[src/include/udp_echo_defs.svh]
`ifndef UDP_ECHO_DEFS_SVH
`define UDP_ECHO_DEFS_SVH

// Header flit
//   [7:0]   total_flits, flits that follow the header, at least 1
//   [23:8]  source port
//   [39:24] destination port
//   Echo swaps the two port fields, other bits unchanged
// Metadata flit
//   [31:0]  source address
//   [63:32] destination address
//   Echo swaps the two address fields

`define FLIT_WIDTH       64
`define MSG_LENGTH_WIDTH 8
`define NUM_LANES        4
`define LANE_FIFO_DEPTH  4

`endif
[src/udp_echo_pkg.sv]
`default_nettype none

package udp_echo_pkg;

    // Which flit a lane presents at its output
    typedef enum logic [1:0] {
        HDR_FLIT   = 2'd0,
        META_FLIT  = 2'd1,
        DATA_FLITS = 2'd2
    } out_mux_sel_e;

    typedef enum logic [1:0] {
        READY         = 2'd0,
        META_FLIT_OUT = 2'd1,
        DATA_PASSTHRU = 2'd2
    } out_state_e;

    typedef enum logic [1:0] {
        WAIT_HDR  = 2'd0,
        SEND_META = 2'd1,
        SEND_DATA = 2'd2
    } disp_state_e;

endpackage

`default_nettype wire

[src/udp_echo_top.sv]
`timescale 1ns/1ps
`default_nettype none
`include "udp_echo_defs.svh"

module udp_echo_top (
    input  wire                     clk,
    input  wire                     reset_curr_flits_num,
    input  wire                     in_val,
    input  wire  [`FLIT_WIDTH-1:0]  in_flit,
    output logic                    in_rdy,
    output logic                    out_val,
    output logic [`FLIT_WIDTH-1:0]  out_flit,
    input  wire                     out_rdy
);

    logic [`FLIT_WIDTH-1:0]                 lane_flit;
    logic [`NUM_LANES-1:0]                  lane_hdr_val;
    logic [`NUM_LANES-1:0]                  lane_meta_val;
    logic [`NUM_LANES-1:0]                  lane_data_val;
    logic [`NUM_LANES-1:0]                  lane_hdr_rdy;
    logic [`NUM_LANES-1:0]                  lane_data_rdy;
    logic [`NUM_LANES-1:0]                  lane_out_val;
    logic [`NUM_LANES-1:0][`FLIT_WIDTH-1:0] lane_out_flit;
    logic [`NUM_LANES-1:0]                  lane_out_last;
    logic [`NUM_LANES-1:0]                  lane_out_rdy;

    udp_echo_dispatch u_dispatch (
        .clk                  (clk),
        .reset_curr_flits_num (reset_curr_flits_num),
        .in_val               (in_val),
        .in_flit              (in_flit),
        .in_rdy               (in_rdy),
        .lane_hdr_rdy         (lane_hdr_rdy),
        .lane_data_rdy        (lane_data_rdy),
        .lane_flit            (lane_flit),
        .lane_hdr_val         (lane_hdr_val),
        .lane_meta_val        (lane_meta_val),
        .lane_data_val        (lane_data_val)
    );

    for (genvar i = 0; i < `NUM_LANES; i++) begin : g_lane
        udp_echo_lane u_lane (
            .clk                  (clk),
            .reset_curr_flits_num (reset_curr_flits_num),
            .lane_flit            (lane_flit),
            .hdr_val              (lane_hdr_val[i]),
            .meta_val             (lane_meta_val[i]),
            .data_val             (lane_data_val[i]),
            .hdr_rdy              (lane_hdr_rdy[i]),
            .data_rdy             (lane_data_rdy[i]),
            .out_val              (lane_out_val[i]),
            .out_flit             (lane_out_flit[i]),
            .out_last             (lane_out_last[i]),
            .out_rdy              (lane_out_rdy[i])
        );
    end

    udp_echo_merge u_merge (
        .clk                  (clk),
        .reset_curr_flits_num (reset_curr_flits_num),
        .lane_out_val         (lane_out_val),
        .lane_out_flit        (lane_out_flit),
        .lane_out_last        (lane_out_last),
        .lane_out_rdy         (lane_out_rdy),
        .out_val              (out_val),
        .out_flit             (out_flit),
        .out_rdy              (out_rdy)
    );

endmodule

`default_nettype wire

[src/udp_echo_merge.sv]
`timescale 1ns/1ps
`default_nettype none
`include "udp_echo_defs.svh"

module udp_echo_merge (
    input  wire                                    clk,
    input  wire                                    reset_curr_flits_num,
    input  wire  [`NUM_LANES-1:0]                  lane_out_val,
    input  wire  [`NUM_LANES-1:0][`FLIT_WIDTH-1:0] lane_out_flit,
    input  wire  [`NUM_LANES-1:0]                  lane_out_last,
    output logic [`NUM_LANES-1:0]                  lane_out_rdy,
    output logic                                   out_val,
    output logic [`FLIT_WIDTH-1:0]                 out_flit,
    input  wire                                    out_rdy
);

    localparam int TURN_W = $clog2(`NUM_LANES);
    localparam logic [TURN_W-1:0] LAST_TURN = TURN_W'(`NUM_LANES - 1);
    localparam logic [`NUM_LANES-1:0] LANE0_ONEHOT = 1;

    logic [TURN_W-1:0]     turn_reg;
    logic [`NUM_LANES-1:0] turn_onehot;
    logic                  msg_end;

    // Same rotation as the dispatcher keeps output in input order
    always_ff @(posedge clk) begin
        if (reset_curr_flits_num) begin
            turn_reg <= '0;
        end else if (msg_end) begin
            turn_reg <= (turn_reg == LAST_TURN) ? '0 : turn_reg + 1'b1;
        end
    end

    assign turn_onehot = LANE0_ONEHOT << turn_reg;

    assign out_val = lane_out_val[turn_reg];
    assign out_flit = lane_out_flit[turn_reg];
    assign lane_out_rdy = turn_onehot & {`NUM_LANES{out_rdy}};

    assign msg_end = out_val & out_rdy & lane_out_last[turn_reg];

endmodule

`default_nettype wire

[src/udp_echo_lane.sv]
`timescale 1ns/1ps
`default_nettype none
`include "udp_echo_defs.svh"

module udp_echo_lane (
    input  wire                     clk,
    input  wire                     reset_curr_flits_num,
    input  wire  [`FLIT_WIDTH-1:0]  lane_flit,
    input  wire                     hdr_val,
    input  wire                     meta_val,
    input  wire                     data_val,
    output logic                    hdr_rdy,
    output logic                    data_rdy,
    output logic                    out_val,
    output logic [`FLIT_WIDTH-1:0]  out_flit,
    output logic                    out_last,
    input  wire                     out_rdy
);
    import udp_echo_pkg::*;

    localparam int ADDR_W = $clog2(`LANE_FIFO_DEPTH);

    logic [`FLIT_WIDTH-1:0] hdr_reg;
    logic [`FLIT_WIDTH-1:0] meta_reg;
    logic                   hdr_full;
    logic                   meta_full;
    logic                   busy;
    logic                   hdr_done;
    logic                   meta_done;
    out_mux_sel_e           mux_sel;

    logic [`FLIT_WIDTH-1:0] fifo_mem [`LANE_FIFO_DEPTH];
    logic [ADDR_W:0]        wr_ptr;
    logic [ADDR_W:0]        rd_ptr;
    logic                   fifo_empty;
    logic                   fifo_full;
    logic                   fifo_rdy;
    logic                   fifo_pop;

    ////////////////////////////////////////////////////////////////////////////
    // Header and metadata capture, fields swapped on the way in
    always_ff @(posedge clk) begin
        if (hdr_val) begin
            hdr_reg <= {lane_flit[`FLIT_WIDTH-1:40], lane_flit[23:8],
                        lane_flit[39:24], lane_flit[7:0]};
        end
        if (meta_val) begin
            meta_reg <= {lane_flit[31:0], lane_flit[`FLIT_WIDTH-1:32]};
        end
    end

    always_ff @(posedge clk) begin
        if (reset_curr_flits_num) begin
            hdr_full <= 1'b0;
            meta_full <= 1'b0;
            busy <= 1'b0;
        end else begin
            if (hdr_val) begin
                hdr_full <= 1'b1;
            end else if (hdr_done) begin
                hdr_full <= 1'b0;
            end
            if (meta_val) begin
                meta_full <= 1'b1;
            end else if (meta_done) begin
                meta_full <= 1'b0;
            end
            // Held until the last flit leaves so total_flits stays put
            if (hdr_val) begin
                busy <= 1'b1;
            end else if (out_val & out_rdy & out_last) begin
                busy <= 1'b0;
            end
        end
    end

    assign hdr_rdy = ~busy & ~hdr_full & ~meta_full;

    ////////////////////////////////////////////////////////////////////////////
    // Data FIFO
    always_ff @(posedge clk) begin
        if (data_val) begin
            fifo_mem[wr_ptr[ADDR_W-1:0]] <= lane_flit;
        end
    end

    always_ff @(posedge clk) begin
        if (reset_curr_flits_num) begin
            wr_ptr <= '0;
            rd_ptr <= '0;
        end else begin
            if (data_val) begin
                wr_ptr <= wr_ptr + 1'b1;
            end
            if (fifo_pop) begin
                rd_ptr <= rd_ptr + 1'b1;
            end
        end
    end

    assign fifo_empty = (wr_ptr == rd_ptr);
    assign fifo_full = (wr_ptr[ADDR_W] != rd_ptr[ADDR_W]) &&
                       (wr_ptr[ADDR_W-1:0] == rd_ptr[ADDR_W-1:0]);
    assign data_rdy = ~fifo_full;
    // Controller ready alone does not mean a flit left
    assign fifo_pop = fifo_rdy & ~fifo_empty;

    udp_echo_out_ctrl u_out_ctrl (
        .clk                  (clk),
        .reset_curr_flits_num (reset_curr_flits_num),
        .noc_out_rdy          (out_rdy),
        .in_data_val          (~fifo_empty),
        // Header waits until the metadata is in as well
        .hdr_flit_val         (hdr_full & meta_full),
        .meta_flit_val        (meta_full),
        .total_flits          (hdr_reg[`MSG_LENGTH_WIDTH-1:0]),
        .noc_out_val          (out_val),
        .out_data_rdy         (fifo_rdy),
        .out_data_mux_sel     (mux_sel),
        .last_flit            (out_last),
        .hdr_done             (hdr_done),
        .meta_done            (meta_done)
    );

    always_comb begin
        case (mux_sel)
            HDR_FLIT:  out_flit = hdr_reg;
            META_FLIT: out_flit = meta_reg;
            default:   out_flit = fifo_mem[rd_ptr[ADDR_W-1:0]];
        endcase
    end

endmodule

`default_nettype wire

[src/udp_echo_out_ctrl.sv]
`timescale 1ns/1ps
`default_nettype none
`include "udp_echo_defs.svh"

module udp_echo_out_ctrl (
    input  wire                           clk,
    input  wire                           reset_curr_flits_num,
    input  wire                           noc_out_rdy,
    output logic                          noc_out_val,
    input  wire                           in_data_val,
    output logic                          out_data_rdy,
    input  wire                           hdr_flit_val,
    input  wire                           meta_flit_val,
    input  wire [`MSG_LENGTH_WIDTH-1:0]   total_flits,
    output udp_echo_pkg::out_mux_sel_e    out_data_mux_sel,
    output logic                          last_flit,
    output logic                          hdr_done,
    output logic                          meta_done
);
    import udp_echo_pkg::*;

    out_state_e state_reg;
    out_state_e state_next;

    logic [`MSG_LENGTH_WIDTH-1:0] curr_flit_num_reg;
    logic [`MSG_LENGTH_WIDTH-1:0] curr_flit_num_next;
    logic                         clear_flit_count;
    logic                         incr_flit_count;
    logic                         at_last;

    always_ff @(posedge clk) begin
        if (reset_curr_flits_num) begin
            state_reg <= READY;
            curr_flit_num_reg <= '0;
        end else begin
            state_reg <= state_next;
            curr_flit_num_reg <= curr_flit_num_next;
        end
    end

    ////////////////////////////////////////////////////////////////////////////
    // Flit counter, header is flit 0
    always_comb begin
        if (clear_flit_count) begin
            curr_flit_num_next = incr_flit_count ? `MSG_LENGTH_WIDTH'(1) : '0;
        end else if (incr_flit_count) begin
            curr_flit_num_next = curr_flit_num_reg + 1'b1;
        end else begin
            curr_flit_num_next = curr_flit_num_reg;
        end
    end

    assign at_last = (curr_flit_num_reg == total_flits);
    assign last_flit = (state_reg != READY) & at_last;

    ////////////////////////////////////////////////////////////////////////////
    // Output sequencing
    always_comb begin
        noc_out_val = 1'b0;
        out_data_mux_sel = DATA_FLITS;
        out_data_rdy = 1'b0;
        clear_flit_count = 1'b0;
        incr_flit_count = 1'b0;
        hdr_done = 1'b0;
        meta_done = 1'b0;
        state_next = state_reg;
        case (state_reg)
            READY: begin
                noc_out_val = hdr_flit_val;
                out_data_mux_sel = HDR_FLIT;
                clear_flit_count = 1'b1;
                if (hdr_flit_val & noc_out_rdy) begin
                    incr_flit_count = 1'b1;
                    hdr_done = 1'b1;
                    state_next = META_FLIT_OUT;
                end
            end
            META_FLIT_OUT: begin
                noc_out_val = meta_flit_val;
                out_data_mux_sel = META_FLIT;
                if (meta_flit_val & noc_out_rdy) begin
                    incr_flit_count = 1'b1;
                    meta_done = 1'b1;
                    // total_flits of 1 means no data follows
                    state_next = at_last ? READY : DATA_PASSTHRU;
                end
            end
            DATA_PASSTHRU: begin
                noc_out_val = in_data_val;
                out_data_mux_sel = DATA_FLITS;
                out_data_rdy = noc_out_rdy;
                if (in_data_val & noc_out_rdy) begin
                    incr_flit_count = 1'b1;
                    if (at_last) begin
                        state_next = READY;
                    end
                end
            end
            default: begin
                state_next = READY;
            end
        endcase
    end

endmodule

`default_nettype wire

[src/udp_echo_dispatch.sv]
`timescale 1ns/1ps
`default_nettype none
`include "udp_echo_defs.svh"

module udp_echo_dispatch (
    input  wire                          clk,
    input  wire                          reset_curr_flits_num,
    input  wire                          in_val,
    input  wire  [`FLIT_WIDTH-1:0]       in_flit,
    output logic                         in_rdy,
    input  wire  [`NUM_LANES-1:0]        lane_hdr_rdy,
    input  wire  [`NUM_LANES-1:0]        lane_data_rdy,
    output logic [`FLIT_WIDTH-1:0]       lane_flit,
    output logic [`NUM_LANES-1:0]        lane_hdr_val,
    output logic [`NUM_LANES-1:0]        lane_meta_val,
    output logic [`NUM_LANES-1:0]        lane_data_val
);
    import udp_echo_pkg::*;

    localparam int TURN_W = $clog2(`NUM_LANES);
    localparam logic [TURN_W-1:0] LAST_TURN = TURN_W'(`NUM_LANES - 1);
    localparam logic [`NUM_LANES-1:0] LANE0_ONEHOT = 1;

    disp_state_e                  state_reg;
    disp_state_e                  state_next;
    logic [TURN_W-1:0]            turn_reg;
    logic [`MSG_LENGTH_WIDTH-1:0] data_cnt_reg;
    logic [`MSG_LENGTH_WIDTH-1:0] data_cnt_next;
    logic                         active_reg;
    logic [`NUM_LANES-1:0]        turn_onehot;
    logic                         xfer;
    logic                         advance;

    always_ff @(posedge clk) begin
        if (reset_curr_flits_num) begin
            state_reg <= WAIT_HDR;
            turn_reg <= '0;
            data_cnt_reg <= '0;
            active_reg <= 1'b0;
        end else begin
            state_reg <= state_next;
            data_cnt_reg <= data_cnt_next;
            // Input stays closed for the first cycle out of reset
            active_reg <= 1'b1;
            if (advance) begin
                turn_reg <= (turn_reg == LAST_TURN) ? '0 : turn_reg + 1'b1;
            end
        end
    end

    assign turn_onehot = LANE0_ONEHOT << turn_reg;
    assign lane_flit = in_flit;
    assign xfer = in_val & in_rdy;

    always_comb begin
        case (state_reg)
            WAIT_HDR:  in_rdy = active_reg & lane_hdr_rdy[turn_reg];
            // Lane always has room for the metadata
            SEND_META: in_rdy = active_reg;
            SEND_DATA: in_rdy = active_reg & lane_data_rdy[turn_reg];
            default:   in_rdy = 1'b0;
        endcase
    end

    always_comb begin
        lane_hdr_val = '0;
        lane_meta_val = '0;
        lane_data_val = '0;
        state_next = state_reg;
        data_cnt_next = data_cnt_reg;
        advance = 1'b0;
        case (state_reg)
            WAIT_HDR: begin
                if (xfer) begin
                    lane_hdr_val = turn_onehot;
                    data_cnt_next = in_flit[`MSG_LENGTH_WIDTH-1:0] - 1'b1;
                    state_next = SEND_META;
                end
            end
            SEND_META: begin
                if (xfer) begin
                    lane_meta_val = turn_onehot;
                    if (data_cnt_reg == '0) begin
                        advance = 1'b1;
                        state_next = WAIT_HDR;
                    end else begin
                        state_next = SEND_DATA;
                    end
                end
            end
            SEND_DATA: begin
                if (xfer) begin
                    lane_data_val = turn_onehot;
                    data_cnt_next = data_cnt_reg - 1'b1;
                    if (data_cnt_reg == 1) begin
                        advance = 1'b1;
                        state_next = WAIT_HDR;
                    end
                end
            end
            default: begin
                state_next = WAIT_HDR;
            end
        endcase
    end

endmodule

`default_nettype wire

[config.mk]
export PLATFORM = sky130hd
export DESIGN_NAME = udp_echo_top
export DESIGN_NICKNAME = d
export VERILOG_FILES = /design/src/udp_echo_pkg.sv /design/src/udp_echo_top.sv /design/src/udp_echo_merge.sv /design/src/udp_echo_lane.sv /design/src/udp_echo_out_ctrl.sv /design/src/udp_echo_dispatch.sv
export VERILOG_INCLUDE_DIRS = /design/src /design/src/include
export SDC_FILE = /design/constraint.sdc
export NUM_CORES = 1
export LEC_CHECK = 0
export ABC_AREA = 0
export BUFFER_PORTS_ARGS = -buffer_cell sky130_fd_sc_hd__clkbuf_2
export CORE_UTILIZATION = 65
export CTS_CLUSTER_DIAMETER = 200
export DETAILED_ROUTE_END_ITERATION = 12
export PLACE_DENSITY_LB_ADDON = 0.15
export SYNTH_ARGS = -nofsm -noshare
export SYNTH_HDL_FRONTEND = slang
export SYNTH_SLANG_ARGS = --single-unit
[constraint.sdc]
create_clock -name clk -period 14.9 [get_ports clk]
set_clock_uncertainty 0.2 [all_clocks]
set_input_delay 2.98 -clock clk [delete_from_list [all_inputs] [get_ports clk]]
set_output_delay 2.98 -clock clk [all_outputs]
set_load 0.05 [all_outputs]
## Yosys cells after proc, flatten, opt, wreduce, memory -nomap -nowiden

Memories as Yosys holds them, arrays and structs flattened. A register that Yosys moved wholly into a read port is not among the register bits.
Index checks and enable logic that the tools add are counted.

- Input bits: 68
- Register bits: 603
- Memory bits (writable): 1024
- Memories: 4

Memory list:

| name | depth | width | read ports | clocked after Yosys merged registers in | write ports | line | text |
|---|---|---|---|---|---|---|---|
| g_lane[0].u_lane.fifo_mem | 4 | 64 | 1 | 1 | 1 | udp_echo_lane.sv:32 | `` logic [`FLIT_WIDTH-1:0] fifo_mem [`LANE_FIFO_DEPTH]; `` |
| g_lane[1].u_lane.fifo_mem | 4 | 64 | 1 | 1 | 1 | udp_echo_lane.sv:32 |  |
| g_lane[2].u_lane.fifo_mem | 4 | 64 | 1 | 1 | 1 | udp_echo_lane.sv:32 |  |
| g_lane[3].u_lane.fifo_mem | 4 | 64 | 1 | 1 | 1 | udp_echo_lane.sv:32 |  |

- Muxes and demuxes: 152
- Equality and inequality tests: 53
- Add/subtract/negate cells: 16
- Reduce and logical (&&, ||, !) cells: 41
- Shift operators: 2
- Order comparisons: 2
- Bitwise operators: 66

Operators with widths:

| cell | number |
|---|---|
| $pmux 64 s2 | 4 |
| $bmux 64 s2 | 1 |
| $mux 8 | 10 |
| $mux 1 | 73 |
| $mux 2 | 35 |
| $mux 64 | 1 |
| $and 1x1->1 | 45 |
| $reduce_bool 2->1 | 21 |
| $add 8x1->8 const B | 4 |
| $eq 8x8->1 | 4 |
| $ne 2x2->1 const B | 16 |
| $pmux 2 s3 | 5 |
| $pmux 1 s3 | 9 |
| $add 3x1->3 const B | 8 |
| $not 1->1 | 20 |
| $reduce_and 4->1 | 5 |
| $eq 2x1->1 const B | 9 |
| $logic_not 2->1 | 9 |
| $mux 4 | 4 |
| $pmux 2 s2 | 4 |
| $pmux 8 s2 | 1 |
| $sub 8x1->8 const B | 2 |
| $eq 2x2->1 const B | 7 |
| $eq 3x3->1 | 4 |
| 13 further kinds | 31 |

## Longest topological paths before layout

- Word-level depth: 12
- Depth in mapped cells: 11
- Mapped depth without buffers: 8

## Hierarchy

A second synthesis with hierarchy kept.

- Cells, all modules: 3646
- Area, all modules: 66384.9 sq um

By module, submodules not included:

| module | instances | cells each | area an instance (sq um) |
|---|---|---|---|
| udp_echo_lane | 4 | 745 | 15040.7 |
| udp_echo_out_ctrl | 4 | 86 | 674.4 |
| udp_echo_merge | 1 | 103 | 1767.9 |
| udp_echo_dispatch | 1 | 219 | 1756.7 |

## Least setup slack after synthesis

Ideal clock, no wire load.

- Path kind: input to register
- Start: in in_val
- End: mem g_lane[0].u_lane.fifo_mem[0][0] (netlist bit), enable pin
- Required time: 14.213 ns
- Path buffers: 1
- Slack: 7.755 ns
- Library setup time: 0.487 ns
- Cell stages on the path: 5
- Data arrival time: 6.458 ns
- Cells stage by stage: and3b_1 -> and2_1 -> clkbuf_1 -> o211ai_2 -> nor2_1

- Cells in the longest elaborated chain, start to end: 5

Ends and longest elaborated chain:

| item | line | text |
|---|---|---|
| from (decl) | udp_echo_top.sv:8 | `input wire in_val,` |
| $and 1x1->1 | udp_echo_dispatch.sv:53 | `assign xfer = in_val & in_rdy;` |
| $mux 4 | udp_echo_dispatch.sv:92 | `if (xfer) begin` |
| $mux 4 | udp_echo_dispatch.sv:72 | `case (state_reg)` |
| $mux 1 | udp_echo_lane.sv:82 | `if (data_val) begin` |
| $mux 1 (implied by the code) | udp_echo_lane.sv:83 | `fifo_mem[wr_ptr[ADDR_W-1:0]] <= lane_flit;` |
| to (decl) | udp_echo_lane.sv:32 |  |

Every way passes these cells.

==> results.ini <==
[synthesis]
synth_async_sr_flop_share = 0
syn_area_um2 = 64610
seq_area_frac_synth = 0.7446
top_cell_types_by_occurrence_after_synthesis = sky130_fd_sc_hd__edfxtp_1, sky130_fd_sc_hd__mux4_2, sky130_fd_sc_hd__nand2_1, sky130_fd_sc_hd__o21ai_0, sky130_fd_sc_hd__mux2i_1
post_synth_main_area_contributors = sky130_fd_sc_hd__edfxtp_1, sky130_fd_sc_hd__mux4_2, sky130_fd_sc_hd__mux2i_1
synth_enable_flop_cells = 1536
post_synth_num_cell_types = 61
syn-instance-count = 3469
yosys.cell_count.top_type = sky130_fd_sc_hd__edfxtp_1
mappedNetlistNets = 3576
ys.warnings.count = 0
postSynth.topFlopCell = sky130_fd_sc_hd__edfxtp_1
syn-mean-instance-area_um2 = 18.62
synthDominantAreaCellType = sky130_fd_sc_hd__edfxtp_1
postSynthRegisterBits = 1635
fraction_of_synthesized_cell_area_taken_by_the_top_area_cell_type = 0.7139

[final_layout]
post_route_cells_drive_above_1_share = 0.2078
multiInputGateArea_um2 = 15770
layout.core_utilization = 0.7302
largest_register_ffs = 1024
final.fill_count = 5732
layout.nets = 3746
sequential_standard_cell_area_um2 = 48170
area_growth_from_synthesis_to_layout_pct = 11.23

[placement]
placer_congestion_estimate = 0.8680
buffer_ports.inserted = 133
hpwl_um = 90860

[power]
overall_power_w = 0.009431
p_per_area_nw_per_um2 = 131.2
vdd_drop_max_uv = 120.0
leakage_nw = 21.97

[floorplanning]
row_count = 115
dieWidth_um = 317.3
die_height_um = 317.3
initial_utilization = 0.6565
io_pins = 134
floorplan.die_area_um2 = 100700
core_area_um2 = 98420

[timing]
timing.setup.tns_ps = 0
maximum_clock_frequency_mhz = 132.5
tightest_slew_ps = 1138
finalHoldViolCount = 0
finalCritPeriodShare = 0.5067
report.final.setup_viol = 0
final_max_slew_viol_count = 0
final_worst_path_period_need_ps = 7550
timing.max_slew.rel_slack = 0.2413
grt_setup_unrepaired = no

[detailed_routing]
detailedRoute.firstIterationViolations = 4856
vias = 35130
post_detailed_route_drc_marker_count = 0
detailedRoute.firstPassIterationCount = 6
ant_nets = 0
route.detailed.wl_per_inst_um = 33.88
viasPerCell = 6.947
drt_wl_total_um = 171300

[critical_path]
regToRegStartpoint = u_dispatch.state_reg[0]
timing.rr.end = g_lane[0].u_lane.hdr_reg[42]
path_max_fanout = 27
cp_data_arrival_time_ps = 4370
critical_path_slowest_stage_cell = sky130_fd_sc_hd__buf_4
crit_path_cell_trace = buf_4 > buf_4 > mux4_2 > nand2_1 > o21ai_0 > mux4_2 > clkbuf_2
required_time_at_the_endpoint_of_the_critical_path_ps = 11720
worstSetupEndpointType = output port
setup.worst_path.start_class = flip-flop
worst_path_largest_cell_delay_ps = 660
ff2ff_path_depth = 8
worstSetupPathType = reg2out
worst_setup_slack_for_register_to_register_paths_ps = 10460

[clock_network]
numCtsBuffers = 158
clock_latency_on_the_worst_skew_pair_ps = 770
tritoncts_num_sinks = 1635
tritoncts = built
clock_tree.buffer_depth = 3
root_buffer_cell = sky130_fd_sc_hd__clkbuf_16
post_cts.repair.setup_buffers = 0
cts.reportedPaths.clkPinSlew_ps = 60
htreeDepth = 4
hold_fix_buffers_at_cts = 0
cts-resized-gates = 0

[grt]
antenna_violations_before_repair = 8
global_route_wire_length_before_repair_um = 243400
grt_start_max_net_pins = 76
vias_in_the_first_global_route = 35230
grt_use_total = 0.3481
grt_overflow = 0

[outcome]
run_status = finished clean

[run]
max_cap_violations = 0

[min_path]
startpoint_of_the_tightest_hold_check_path = g_lane[1].u_lane.busy
min_delay_path_depth = 1
hold_worst_path_end = g_lane[1].u_lane.busy
hold_path_class = reg2reg

## routing by layer
| layer | GRT usage | up-vias | share of wire | wire length [um] |
|---|---|---|---|---|
| li1 | - | 14150 | - | - |
| met1 | 0.4742 | 18070 | 0.36 | 61250 |
| met2 | 0.5564 | 2490 | 0.48 | 82760 |
| met3 | 0.07076 | 414 | 0.12 | 20120 |
| met4 | 0.1480 | 4 | 0.042 | 7157 |
| met5 | 0 | - | 0.00016 | 27 |
## through the flow
| stage | instances | area (um2) | worst slack [ps] | hold WS [ps] |
|---|---|---|---|---|
| 6_report | 5057 | 71870 | 7350 | 301.2 |
| 5_1_grt | 5056 | 71860 | 7156 | 318.8 |
| 4_1_cts | 5055 | 71860 | 7254 | 301.5 |
| 3_5_place_dp | 4766 | 66810 | 8074 | 287.7 |
| 3_3_place_gp | 4766 | 66810 | 8113 | 277.4 |
| 2_1_floorplan | 3469 | 64610 | 7755 | 269.4 |
## kinds of logic after synthesis
family,share of synthesized area
and+or+nand+nor,0.03519
muxes,0.1537
DFF,0.7446
buffers and inverters,0.01348
AOI/OAI and AO/OA,0.03292
xor gates and xnor gates,0.01261
adders and majority gates,0.007553
## worst max-delay path: cells and delay by family (launching register included)
family                 cells  cell delay (ps)
AOI/OAI and AO/OA          1              100
buffers and inverters      3             1550
DFF                        1              560
muxes                      2             1220
and+or+nand+nor            1               90
## power breakdown
group          leakage (nW)  switching, W  internal [W]
Clock                  2.48       0.00167       0.00225
Combinational          4.85      0.000325     0.0000909
Sequential             14.6     0.0000213       0.00507
Total                  22.0       0.00202       0.00742
## worst max path at each step
stage | startpoint | slack, ps | cells after the start | to
after floorplan | in_val | 7760 | 5 | g_lane[0].u_lane.fifo_mem[0][0]
after detailed placement | flip-flop | 8070 | 7 | out_flit[29]
after global placement | flip-flop | 8110 | 7 | out_flit[29]
after global routing | flip-flop | 7160 | 7 | out_flit[29]
final | flip-flop | 7350 | 7 | out_flit[29]
after CTS | flip-flop | 7250 | 7 | out_flit[29]
## final cells by class
type,count,area share
inverters,44,0.002437
multi-input cells,1611,0.2195
well taps,1287,0.02241
flip-flops and latches,1635,0.6703
clock buffers,210,0.06083
repair buffers,189,0.01511
diodes,2,0.00006964
clock inverters,79,0.009384
## placed cells by master, fill, tap and decap left out, types with 27 or more instances in the layout
master,n
sky130_fd_sc_hd__nand2_1,293
sky130_fd_sc_hd__clkinv_1,30
sky130_fd_sc_hd__inv_1,40
sky130_fd_sc_hd__clkbuf_16,168
sky130_fd_sc_hd__buf_4,56
sky130_fd_sc_hd__clkinv_2,30
sky130_fd_sc_hd__clkbuf_2,133
sky130_fd_sc_hd__mux2i_1,272
sky130_fd_sc_hd__dfxtp_1,82
sky130_fd_sc_hd__edfxtp_1,1536
sky130_fd_sc_hd__xor2_1,69
sky130_fd_sc_hd__mux4_2,320
sky130_fd_sc_hd__a21oi_1,27
sky130_fd_sc_hd__o21ai_0,282
sky130_fd_sc_hd__nor2_1,76
sky130_fd_sc_hd__clkbuf_1,41
sky130_fd_sc_hd__ha_1,39
Note: power is estimated with default switching activity, not from simulation.
